**config.mk**
```make
export PLATFORM = sky130hd
export DESIGN_NAME = battle_top
export DESIGN_NICKNAME = d
export VERILOG_FILES = /design/src/logic/battle_pkg.sv /design/src/logic/tick_timer.sv /design/src/logic/option_cursor.sv /design/src/logic/hp_drain.sv /design/src/logic/battle_fsm.sv /design/src/logic/battle_top.sv
export VERILOG_INCLUDE_DIRS = /design/src /design/src/logic
export SDC_FILE = /design/constraint.sdc
export NUM_CORES = 1
export LEC_CHECK = 0
export BUFFER_PORTS_ARGS = -buffer_cell sky130_fd_sc_hd__buf_2
export CELL_PAD_IN_SITES_DETAIL_PLACEMENT = 1
export CELL_PAD_IN_SITES_GLOBAL_PLACEMENT = 1
export CORE_MARGIN = 1.5
export CORE_UTILIZATION = 42
export CTS_BUF_LIST = sky130_fd_sc_hd__clkbuf_8
export CTS_CLUSTER_DIAMETER = 150
export DETAILED_ROUTE_END_ITERATION = 6
export PLACE_DENSITY_LB_ADDON = 0.1
export SETUP_SLACK_MARGIN = 0.02
export SLEW_MARGIN = 20
export SYNTH_ARGS = -nofsm -noshare
export SYNTH_HDL_FRONTEND = slang
export SYNTH_SLANG_ARGS = --single-unit
```
**constraint.sdc**
```tcl
create_clock -name clk -period 7 [get_ports clk]
set_clock_uncertainty 0.05 [all_clocks]
set_input_delay 0.7 -clock clk [delete_from_list [all_inputs] [get_ports clk]]
set_output_delay 0.7 -clock clk [all_outputs]
set_load 0.005 [all_outputs]
```
**src/logic/battle_cfg.svh**
```systemverilog
`ifndef BATTLE_CFG_SVH
`define BATTLE_CFG_SVH

// word width of hit points, speeds and skill damages
`define BATTLE_HP_W 8

// timer lengths in clock cycles
// short values keep simulation fast, hardware builds raise them
`define BATTLE_ANIM_TICKS 8
`define BATTLE_HP_TICKS 4
`define BATTLE_END_TICKS 16

`endif

```
**src/logic/battle_pkg.sv**
```systemverilog
`include "battle_cfg.svh"

package battle_pkg;

    // one hit-point, speed or damage value
    typedef logic [`BATTLE_HP_W-1:0] hp_t;

    // stats of one fighter
    typedef struct packed {
        hp_t hp;
        hp_t speed;
        hp_t dmg1;
        hp_t dmg2;
        hp_t dmg3;
    } fighter_t;

    // raw key levels
    typedef struct packed {
        logic up;
        logic down;
        logic left;
        logic right;
        logic confirm;
    } buttons_t;

    typedef enum logic [2:0] {
        menu,
        choosing_skill,
        attack_p1,
        attack_p2,
        drain_p1,
        drain_p2,
        p1_win,
        p2_win
    } fight_state_e;

    // skill grid: opt1 opt2 on top, opt3 opt4 below, opt4 is back
    // menu: opt1 is fight, opt2 is run
    typedef enum logic [1:0] {
        opt1,
        opt2,
        opt3,
        opt4
    } option_e;

    typedef enum logic [1:0] {
        mode_idle,
        mode_menu,
        mode_skill
    } cursor_mode_e;

endpackage

```
**src/logic/tick_timer.sv**
```systemverilog
`timescale 1ns/1ps

module tick_timer #(
    parameter int ticks = 4
) (
    input  logic clk,
    input  logic reset,
    input  logic run,
    output logic tick
);

    localparam int cnt_w = (ticks > 1) ? $clog2(ticks) : 1;
    localparam logic [cnt_w-1:0] last = cnt_w'(ticks - 1);

    logic [cnt_w-1:0] count;

    // count clears whenever run drops, so each run starts a full period
    always_ff @(posedge clk) begin
        if (reset || !run) begin
            count <= '0;
        end else if (count == last) begin
            count <= '0;
        end else begin
            count <= count + 1'b1;
        end
    end

    assign tick = run && (count == last);

endmodule

```
**src/logic/option_cursor.sv**
```systemverilog
`timescale 1ns/1ps

module option_cursor (
    input  logic                     clk,
    input  logic                     reset,
    input  battle_pkg::buttons_t     keys,
    input  battle_pkg::cursor_mode_e mode,
    input  logic                     home,
    output battle_pkg::option_e      option,
    output logic                     pick
);

    import battle_pkg::*;

    logic lone;
    logic row;
    logic col;
    logic row_nx;
    logic col_nx;

    // a press only counts when exactly one key is down
    assign lone = $onehot(keys);
    assign pick = lone && keys.confirm && (mode != mode_idle);

    // option code is {row, col} of the 2x2 grid
    assign row = option[1];
    assign col = option[0];

    ////////////////////////////////////////////////////////////////////
    // cursor moves
    ////////////////////////////////////////////////////////////////////

    always_comb begin
        row_nx = row;
        col_nx = col;
        if (lone) begin
            case (mode)
                mode_menu: begin
                    // menu is a single row of two entries
                    row_nx = 1'b0;
                    if (keys.right) begin
                        col_nx = 1'b1;
                    end
                    if (keys.left) begin
                        col_nx = 1'b0;
                    end
                end
                mode_skill: begin
                    // moves past an edge just saturate
                    if (keys.right) begin
                        col_nx = 1'b1;
                    end
                    if (keys.left) begin
                        col_nx = 1'b0;
                    end
                    if (keys.down) begin
                        row_nx = 1'b1;
                    end
                    if (keys.up) begin
                        row_nx = 1'b0;
                    end
                end
                default: begin
                    row_nx = row;
                    col_nx = col;
                end
            endcase
        end
    end

    always_ff @(posedge clk) begin
        if (reset || home) begin
            option <= opt1;
        end else begin
            option <= option_e'({row_nx, col_nx});
        end
    end

endmodule

```
**src/logic/hp_drain.sv**
```systemverilog
`timescale 1ns/1ps
`include "battle_cfg.svh"

module hp_drain (
    input  logic                 clk,
    input  logic                 reset,
    input  logic                 load,
    input  battle_pkg::fighter_t p1,
    input  battle_pkg::fighter_t p2,
    input  logic                 strike,
    input  battle_pkg::option_e  skill,
    input  logic [1:0]           drain,
    output battle_pkg::hp_t      p1_hp,
    output battle_pkg::hp_t      p2_hp,
    output logic                 p1_done,
    output logic                 p2_done,
    output logic                 p1_out,
    output logic                 p2_out
);

    import battle_pkg::*;

    hp_t  p1_tgt;
    hp_t  p2_tgt;
    logic hp_tick;

    // damage of the chosen skill, back deals none
    function automatic hp_t skill_dmg(fighter_t f, option_e s);
        case (s)
            opt1:    return f.dmg1;
            opt2:    return f.dmg2;
            opt3:    return f.dmg3;
            default: return '0;
        endcase
    endfunction

    // floor at zero
    function automatic hp_t sat_sub(hp_t a, hp_t b);
        return (a > b) ? hp_t'(a - b) : '0;
    endfunction

    // drain[0] drains p1, drain[1] drains p2
    tick_timer #(.ticks(`BATTLE_HP_TICKS)) hp_timer (
        .clk   (clk),
        .reset (reset),
        .run   (|drain),
        .tick  (hp_tick)
    );

    assign p1_done = (p1_hp == p1_tgt);
    assign p2_done = (p2_hp == p2_tgt);
    assign p1_out  = (p1_hp == '0);
    assign p2_out  = (p2_hp == '0);

    always_ff @(posedge clk) begin
        if (reset) begin
            p1_hp  <= '0;
            p2_hp  <= '0;
            p1_tgt <= '0;
            p2_tgt <= '0;
        end else if (load) begin
            p1_hp  <= p1.hp;
            p2_hp  <= p2.hp;
            p1_tgt <= p1.hp;
            p2_tgt <= p2.hp;
        end else begin
            // each side takes the opponent's damage for the same skill
            if (strike) begin
                p1_tgt <= sat_sub(p1_hp, skill_dmg(p2, skill));
                p2_tgt <= sat_sub(p2_hp, skill_dmg(p1, skill));
            end
            if (drain[0] && hp_tick && !p1_done && !p1_out) begin
                p1_hp <= p1_hp - 1'b1;
            end
            if (drain[1] && hp_tick && !p2_done && !p2_out) begin
                p2_hp <= p2_hp - 1'b1;
            end
        end
    end

endmodule

```
**src/logic/battle_fsm.sv**
```systemverilog
`timescale 1ns/1ps
`include "battle_cfg.svh"

module battle_fsm (
    input  logic                     clk,
    input  logic                     reset,
    input  logic                     load,
    input  battle_pkg::hp_t          p1_speed,
    input  battle_pkg::hp_t          p2_speed,
    input  logic                     pick,
    input  battle_pkg::option_e      option,
    input  logic                     p1_done,
    input  logic                     p2_done,
    input  logic                     p1_out,
    input  logic                     p2_out,
    output battle_pkg::fight_state_e state,
    output battle_pkg::cursor_mode_e mode,
    output logic                     home,
    output logic                     strike,
    output battle_pkg::option_e      skill,
    output logic [1:0]               drain,
    output logic                     end_scene
);

    import battle_pkg::*;

    fight_state_e state_nx;
    logic         p1_faster;
    logic         p1_first;
    logic         anim_run;
    logic         anim_tick;
    logic         win;
    logic         end_done;
    logic         end_tick;

    // ties go to p1
    assign p1_faster = (p1_speed >= p2_speed);

    assign anim_run = (state == attack_p1) || (state == attack_p2);
    assign win      = (state == p1_win) || (state == p2_win);

    tick_timer #(.ticks(`BATTLE_ANIM_TICKS)) anim_timer (
        .clk   (clk),
        .reset (reset),
        .run   (anim_run),
        .tick  (anim_tick)
    );

    // stops after one period so the ending strobe fires once
    tick_timer #(.ticks(`BATTLE_END_TICKS)) end_timer (
        .clk   (clk),
        .reset (reset),
        .run   (win && !end_done),
        .tick  (end_tick)
    );

    ////////////////////////////////////////////////////////////////////
    // next state
    ////////////////////////////////////////////////////////////////////

    always_comb begin
        state_nx = state;
        if (load) begin
            state_nx = menu;
        end else begin
            case (state)
                menu: begin
                    if (pick && option == opt1) begin
                        state_nx = choosing_skill;
                    end else if (pick && option == opt2) begin
                        state_nx = p2_win;
                    end
                end
                choosing_skill: begin
                    if (pick && option == opt4) begin
                        state_nx = menu;
                    end else if (pick) begin
                        state_nx = p1_faster ? attack_p1 : attack_p2;
                    end
                end
                attack_p1: begin
                    if (anim_tick) begin
                        state_nx = drain_p2;
                    end
                end
                attack_p2: begin
                    if (anim_tick) begin
                        state_nx = drain_p1;
                    end
                end
                drain_p1: begin
                    // p1 first means p1 already attacked, round is over
                    if (p1_out) begin
                        state_nx = p2_win;
                    end else if (p1_done) begin
                        state_nx = p1_first ? menu : attack_p1;
                    end
                end
                drain_p2: begin
                    if (p2_out) begin
                        state_nx = p1_win;
                    end else if (p2_done) begin
                        state_nx = p1_first ? attack_p2 : menu;
                    end
                end
                default: begin
                    // win states hold until load
                    state_nx = state;
                end
            endcase
        end
    end

    always_ff @(posedge clk) begin
        if (reset) begin
            state    <= menu;
            p1_first <= 1'b1;
        end else begin
            state <= state_nx;
            if (strike) begin
                p1_first <= p1_faster;
            end
        end
    end

    ////////////////////////////////////////////////////////////////////
    // outputs to cursor and hp unit
    ////////////////////////////////////////////////////////////////////

    always_comb begin
        case (state)
            menu:           mode = mode_menu;
            choosing_skill: mode = mode_skill;
            default:        mode = mode_idle;
        endcase
    end

    // cursor goes home on entry to a menu, and on every load
    assign home = (load || state_nx != state) &&
                  (state_nx == menu || state_nx == choosing_skill);

    assign strike = (state == choosing_skill) && pick && (option != opt4);
    assign skill  = option;
    assign drain  = {state == drain_p2, state == drain_p1};

    // ending strobe, one cycle after the end timer expires
    always_ff @(posedge clk) begin
        if (reset || load) begin
            end_done  <= 1'b0;
            end_scene <= 1'b0;
        end else begin
            end_scene <= end_tick;
            if (end_tick) begin
                end_done <= 1'b1;
            end
        end
    end

endmodule

```
**src/logic/battle_top.sv**
```systemverilog
`timescale 1ns/1ps

module battle_top (
    input  logic                     clk,
    input  logic                     reset,
    input  logic                     load,
    input  battle_pkg::fighter_t     p1,
    input  battle_pkg::fighter_t     p2,
    input  battle_pkg::buttons_t     keys,
    output battle_pkg::hp_t          p1_hp,
    output battle_pkg::hp_t          p2_hp,
    output battle_pkg::fight_state_e fight_state,
    output battle_pkg::option_e      option,
    output logic                     end_scene
);

    import battle_pkg::*;

    logic         pick;
    logic         home;
    logic         strike;
    cursor_mode_e mode;
    option_e      skill;
    logic [1:0]   drain;
    logic         p1_done;
    logic         p2_done;
    logic         p1_out;
    logic         p2_out;

    option_cursor cursor0 (
        .clk    (clk),
        .reset  (reset),
        .keys   (keys),
        .mode   (mode),
        .home   (home),
        .option (option),
        .pick   (pick)
    );

    battle_fsm fsm0 (
        .clk       (clk),
        .reset     (reset),
        .load      (load),
        .p1_speed  (p1.speed),
        .p2_speed  (p2.speed),
        .pick      (pick),
        .option    (option),
        .p1_done   (p1_done),
        .p2_done   (p2_done),
        .p1_out    (p1_out),
        .p2_out    (p2_out),
        .state     (fight_state),
        .mode      (mode),
        .home      (home),
        .strike    (strike),
        .skill     (skill),
        .drain     (drain),
        .end_scene (end_scene)
    );

    hp_drain hp0 (
        .clk     (clk),
        .reset   (reset),
        .load    (load),
        .p1      (p1),
        .p2      (p2),
        .strike  (strike),
        .skill   (skill),
        .drain   (drain),
        .p1_hp   (p1_hp),
        .p2_hp   (p2_hp),
        .p1_done (p1_done),
        .p2_done (p2_done),
        .p1_out  (p1_out),
        .p2_out  (p2_out)
    );

endmodule

```
==> results.md, run 1 <==
- Leakage: 2.17 nW
- Endpoint with the worst hold slack: fsm0.anim_timer.count[0]
- Worst Setup Path Type: primary input to flop
- Setup slack of the most critical reg-to-reg path: 3600 ps
- Arrival time at the worst endpoint: 3810 ps
- Ratio of cells with drive above 1 in the final layout: 22.2%
- Unrepaired setup endpoints after global routing: no
- Max-cap violations: 0
- Post-route ant nets: 0
- Avg Cell Area, Syn: 7.77 um2
- Actual transition at the worst max-transition pin: 772 ps
- Kind of start point of the critical path: primary input
- Core region area: 0.00885 mm2
- Leading cell types by count after synthesis: 63 x nor2_1, 53 x nand2_1, 49 x dfxtp_1
- Congestion Overflow GR: 0
- IO Count: 110
- First-pass GRT wire length: 19,200 um
- Synthesized Nets: 629
- Aggregate negative setup slack: 0 ps
- Die area: 0.00985 mm2
- Required time reported for the critical path endpoint: 7140 ps
- Die Span X: 99.3 um
- Start point of the worst min-delay path: fsm0.anim_timer.count[0]
- Standard-cell rows: 34
- Number of global-route vias before repair: 4,164
- Antenna violations before repair: 0
- Result of the run: finished, final reports clean
- Die Height: 99.3 um
- Areal power density over the cells: 151 mW/mm2
- CTS H-Tree Depth: 2
- Clock tree from TritonCTS: yes
- Total detailed-routing wirelength: 11,300 um
- End of the worst register-to-register path: cursor0.option[0]
- Post-Syn Area: 0.00389 mm2
- DRT iter0 DRCs: 85
- Ys async rst share: 0%
- Clock Tree Root: clkbuf_8
- Gp weighted congestion: 0.851
- Inst Count DP: 699
- Insertion delay to the later sink of the worst-skew pair: 310 ps
- Dominant register cell in the synthesized netlist: dfxtp_1
- Endpoint type of the worst setup path: flop
- Router iterations before antenna repair: 4
- Depth of the worst register-to-register path: 10
- Final hold vios: 0
- Total number of yosys warnings: 0
- Count of buffers added by post-CTS timing repair for setup: 0
- Top achievable clock speed: 272 MHz
- Maximum count of clock buffers along a single path: 2
- Final slew viol count: 0
- Leading cell type by number of instances after synthesis: nor2_1
- Register bit total from synthesis: 49
- Number of nets in the layout: 726
- Clock period minus final worst setup slack: 3670 ps
- Number of cells upsized or downsized after cts: 0
- Highest net fanout along the worst path: 19
- Number of clock sinks: 49
- Dpl hpwl: 9010 um
- Leading cell types by total area after synthesis: dfxtp_1 25%, ha_1 12%, a21oi_1 6.2%
- Avg WL per Cell: 16.0 um
- Share of synthesized area occupied by flip-flops and latches: 25.2%
- Final clock period utilization by the worst path: 52.5%
- Critical Path Source: keys[2]
- DRC viols: 0
- Clock buffer count from CTS: 5
- Instance count along the most critical hold path: 1
- Final instance count without filler cells: 706
- Count of buffers from port buffering: 109
- GRT Util Overall: 23.9%
- Clock transition time at the flip-flop clock pins of the worst setup and hold paths: 90 ps
- Count of flip-flops with a built-in enable after synthesis: 0
- Most area-hungry cell type in the Yosys netlist: dfxtp_1
- Number of distinct library cell variants in the gate-level netlist after synthesis: 55
- Instance count of the mapped netlist: 501
- Final count of negative-setup-slack endpoints: 0
- Worst reg2reg path startpoint: fsm0.state[1]
- Layout overhead on the synthesized area: 17.3%
- Maximum number of pins on one net before global-route repair: 41
- Share of the synthesized area in the top cell type: 25.2%
- Largest vdd supply drop: 72.3 uV
- FILL cells: 1,171
- Count of hold buffers inserted by post-cts repair: 0
- Via density: 5.48
- Rel. slew slack: 48.5%
- Detailed-route via count: 3,870
- Count of inserted antenna diode cells: 0
- Starting density of the core: 44.0%
- Worst hold path class: flop to flop
[registers in the layout, summed over array words and instances, names as in the netlist, 3 cells and up]
signal                 flops
fsm0.state                 3
hp0.p1_tgt                 8
hp0.p2_tgt                 8
fsm0.anim_timer.count      3
fsm0.end_timer.count       4
hp0.p2_hp                  8
hp0.p1_hp                  8
[worst max path at each step]
stage	end	cells after the start
after floorplan	cursor0.option[0]	12
after global placement	cursor0.option[0]	12
after detailed placement	cursor0.option[0]	12
after CTS	cursor0.option[0]	12
after global routing	cursor0.option[1]	12
final	cursor0.option[0]	12
[power by group]
group,total [mW],internal [mW],switching [mW]
Combinational,0.206,0.0951,0.111
Sequential,0.309,0.290,0.0184
Clock,0.175,0.0773,0.0974
[layout make-up]
class	instances	area, um2	area share, %
sequential	49	981	21.5
clock buffer	6	82.6	1.81
tap	108	135	2.96
clock inverter	1	3.75	0.0822
multi-input combinational	403	2700	59.0
inverter	27	101	2.22
timing repair buffer	112	568	12.4
[critical path, cell delays in order]
cell      delay (ps)
buf_2            110
ha_1             300
fa_1             170
inv_1             50
fa_1             500
and3_2           250
nand4_2          480
a211oi_1         500
nor4_2           110
xor2_1           160
a311oi_1         390
a311oi_1          90
[logic make-up (layout without fill, tap and decap cells)]
kind of cell,Yosys count,after routing,synth area share [%]
adder cells (fa/ha/maj),40,40,13.6
AO/OA/AOI/OAI,112,112,16.9
buffers and inverters,49,146,5.56
multiplexers,16,16,4.11
XOR/XNOR,43,43,9.68
flip-flops,49,49,25.2
AND/OR/NAND/NOR,192,192,24.9
[metrics by stage]
stage                     hold slack (ps)  area, um2  utilization [%]  power (mW)  setup slack, ps
final                                 387       4570             51.6       0.689             3330
after floorplan                       355       3890                -       0.450             3610
after detailed placement              377       4480             50.6       0.521             2970
after global routing                  407       4570             51.6       0.737             3080
after CTS                             390       4570             51.6       0.696             3310
after global placement                364       4480             50.6       0.512             3090
[cells in the final DEF, fill, tap and decap left out, types with 8 or more instances in the layout]
cell,count
nor4_1,9
xor2_1,26
a21oi_1,48
inv_1,27
mux2i_1,16
nor2b_1,8
dfxtp_1,49
buf_2,109
o21ai_0,30
ha_1,36
nor3_1,10
nand2b_1,10
nand2_1,53
xnor2_1,17
nor2_1,63
[metal layers]
metal / global-route usage (%) / vias up / part of all wire [%]
li1: - / 1932 / -
met1: 30.1 / 1844 / 45
met2: 43.2 / 85 / 50
met3: 3.44 / 9 / 3.6
met4: 5.20 / 0 / 1.0
met5: 0 / - / 0
No activity file was read; power rests on OpenSTA's default activity.
==> run 2: changes to the inputs <==
--- a/config.mk
+++ b/config.mk
@@ -10,7 +10,7 @@
 export CELL_PAD_IN_SITES_DETAIL_PLACEMENT = 1
 export CELL_PAD_IN_SITES_GLOBAL_PLACEMENT = 1
 export CORE_MARGIN = 1.5
-export CORE_UTILIZATION = 42
+export CORE_UTILIZATION = 35
 export CTS_BUF_LIST = sky130_fd_sc_hd__clkbuf_8
 export CTS_CLUSTER_DIAMETER = 150
 export DETAILED_ROUTE_END_ITERATION = 6
==> constraint.sdc (replaced) <==
create_clock -name clk -period 3.08 [get_ports clk]
set_clock_uncertainty 0.05 [all_clocks]
set_input_delay 0.308 -clock clk [delete_from_list [all_inputs] [get_ports clk]]
set_output_delay 0.308 -clock clk [all_outputs]
set_load 0.005 [all_outputs]
==> run 2 against run 1 <==
  * Die area up 19%
  * Total power rose to 2.6 times the previous value
  * Critical path depth up 2
  * Wire length up 8.7%
  * Utilization down 6.0 points
  * Clock-buffer cell count down 1
  * Final cell count up 8.6%
  * Sequential share of layout area down 1.5 points
  * Clock power rose to 3.2 times the previous value
  * Flip-flop and latch count unchanged
  * Cell area up 8.2%
  * Largest power group unchanged
==> results.md, run 2 (same netlist as run 1, synthesis figures left out) <==
- Kind of start point of the critical path: flop
- Setup slack after placement: -162 ps
- Clock Tree Root: clkbuf_8
- Hold Slack: 223 ps
- Total detailed-routing wirelength: 12,300 um
- Final count of negative-setup-slack endpoints: 0
- GRT Util Overall: 21.6%
- Actual transition at the worst max-transition pin: 772 ps
- Clock Power Share: 31.3%
- Insertion delay to the later sink of the worst-skew pair: 300 ps
- DRC viols: 0
- Dpl hpwl: 9930 um
- CTS H-Tree Depth: 2
- Result of the run: finished, final reports clean
- Starting density of the core: 35.9%
- Proportion of power drawn by combinational gates: 29.6%
- Crit-path slowest cell: o31a_2
- Largest incremental delay on the critical path: 430 ps
- Reported net switching power: 547 uW
- Final hold vios: 0
- Endpoint type of the worst setup path: flop
- Areal power density over the cells: 359 mW/mm2
- Max-cap violations: 0
- Clock period minus final worst setup slack: 2910 ps
- Maximum count of clock buffers along a single path: 2
- Core region area: 0.0108 mm2
- Worst Setup Path Type: flop to flop
- Cell area after layout: 0.00494 mm2
- Flop pwr share: 39.1%
- Post-layout worst setup margin: 173 ps
- Placed standard-cell area: 0.00471 mm2
- Congestion Overflow GR: 0
- Final design utilization: 45.6%
- Most frequent cells in the layout: 109 x buf_2, 63 x nor2_1, 53 x nand2_1, 47 x dfxtp_1, 37 x a21oi_1
- Router iterations before antenna repair: 4
- Routing layer with the top usage in global route: met2
- Final slew viol count: 0
- Clock transition time at the flip-flop clock pins of the worst setup and hold paths: 100 ps
- Avg WL per Cell: 16.0 um
- Post-route ant nets: 0
- Met2 demand-to-capacity share in global routing: 39.0%
- Most common cell after layout, fill and taps aside: buf_2
- Largest delay share family, worst path: compound AO/OA/AOI/OAI gates
- Detailed-route via count: 3,985
- Clock buffer count from CTS: 5
- Leakage: 2.34 nW
- Post-layout total power: 1.78 mW
- Met3 track utilization from global routing: 2.83%
- IO Count: 110
- Arrival time at the worst endpoint: 3030 ps
- Cell seen most often among critical-path stages: a21oi_1
- Layout overhead on the synthesized area: 27.0%
- Gp weighted congestion: 0.867
- Die area: 0.0118 mm2
- Count of inserted antenna diode cells: 0
- Highest net fanout along the worst path: 8
- Switching fraction of total power: 30.8%
- Via density: 5.20
- Count of buffers from port buffering: 109
- Die Height: 108 um
- Maximum number of pins on one net before global-route repair: 41
- Number of clock sinks: 49
- Final clock period utilization by the worst path: 94.4%
- Rel. slew slack: 48.6%
- Antenna violations before repair: 0
- Standard-cell rows: 38
- Count of buffer and inverter cells on the critical path: 2
- Met1 capacity usage during global routing: 27.1%
- Clock tree from TritonCTS: yes
- Unrepaired setup endpoints after global routing: no
- Required time reported for the critical path endpoint: 3200 ps
- Design internal power: 1.23 mW
- Number of nets in the layout: 754
- Count of hold buffers inserted by post-cts repair: 0
- Ratio of cells with drive above 1 in the final layout: 29.2%
- First-pass GRT wire length: 20,100 um
- Worst hold path class: primary input to flop
- Top achievable clock speed: 344 MHz
- DRT iter0 DRCs: 151
- Die Span X: 108 um
- Worst-path cell chain: nor2b_4, buf_6, nand2_1, o21ai_1, ha_2, inv_1, fa_1, a21o_1, a21oi_1, o21ai_0, nor2b_1, o31a_2, a21oi_1, nor2_1
- Number of global-route vias before repair: 4,191
- Largest vdd supply drop: 251 uV
run 2: final cells by class:
class | instances | area [um2]
fill | 1360 | 5900
multi-input combinational | 403 | 2760
sequential | 49 | 986
timing repair buffer | 140 | 786
tap | 140 | 175
inverter | 27 | 101
clock buffer | 5 | 68.8
clock inverter | 3 | 65.1
run 2: final timing paths:
check,cells past startpoint,endpoint,from,slack [ps]
min reg2reg,1,fsm0.anim_timer.count[0],fsm0.anim_timer.count[0],390
max reg2reg,14,hp0.p2_tgt[6],cursor0.option[0],170
max,14,hp0.p2_tgt[6],cursor0.option[0],170
min,3,hp0.p1_hp[0],p1[32],220
run 2: worst register-to-register path: cells and delay by family (launching register included):
kind / cells / cell delay (ps)
AO/OA/AOI/OAI: 6 / 1160
adder cells (fa/ha/maj): 2 / 580
buffers and inverters: 2 / 190
flip-flops: 1 / 400
AND/OR/NAND/NOR: 4 / 400
run 2: stage by stage:
step,std cells,TNS (ps)
after CTS,764,0
after global placement,756,-47.8
after detailed placement,756,-324
after floorplan,501,0
after global routing,767,0
final,767,0
run 2: power groups by stage:
stage	registers [mW]	clock network [mW]	logic (mW)
after floorplan	0.704	0	0.320
after global placement	0.708	0	0.493
after detailed placement	0.709	0	0.511
after CTS	0.694	0.561	0.513
after global routing	0.698	0.592	0.594
final	0.694	0.557	0.525
run 2: timing repair:
item	in CTS	in global routing
resized for setup	1	24
cloned	0	1
endpoints found under the setup margin	1	16
pin swaps	0	6
setup buffers	0	2
run 2: per-layer routing:
metal	vias up	part of all wire [%]
met5	-	0
met2	74	49
met4	0	0.60
met3	5	2.7
met1	1916	48
li1	1990	-
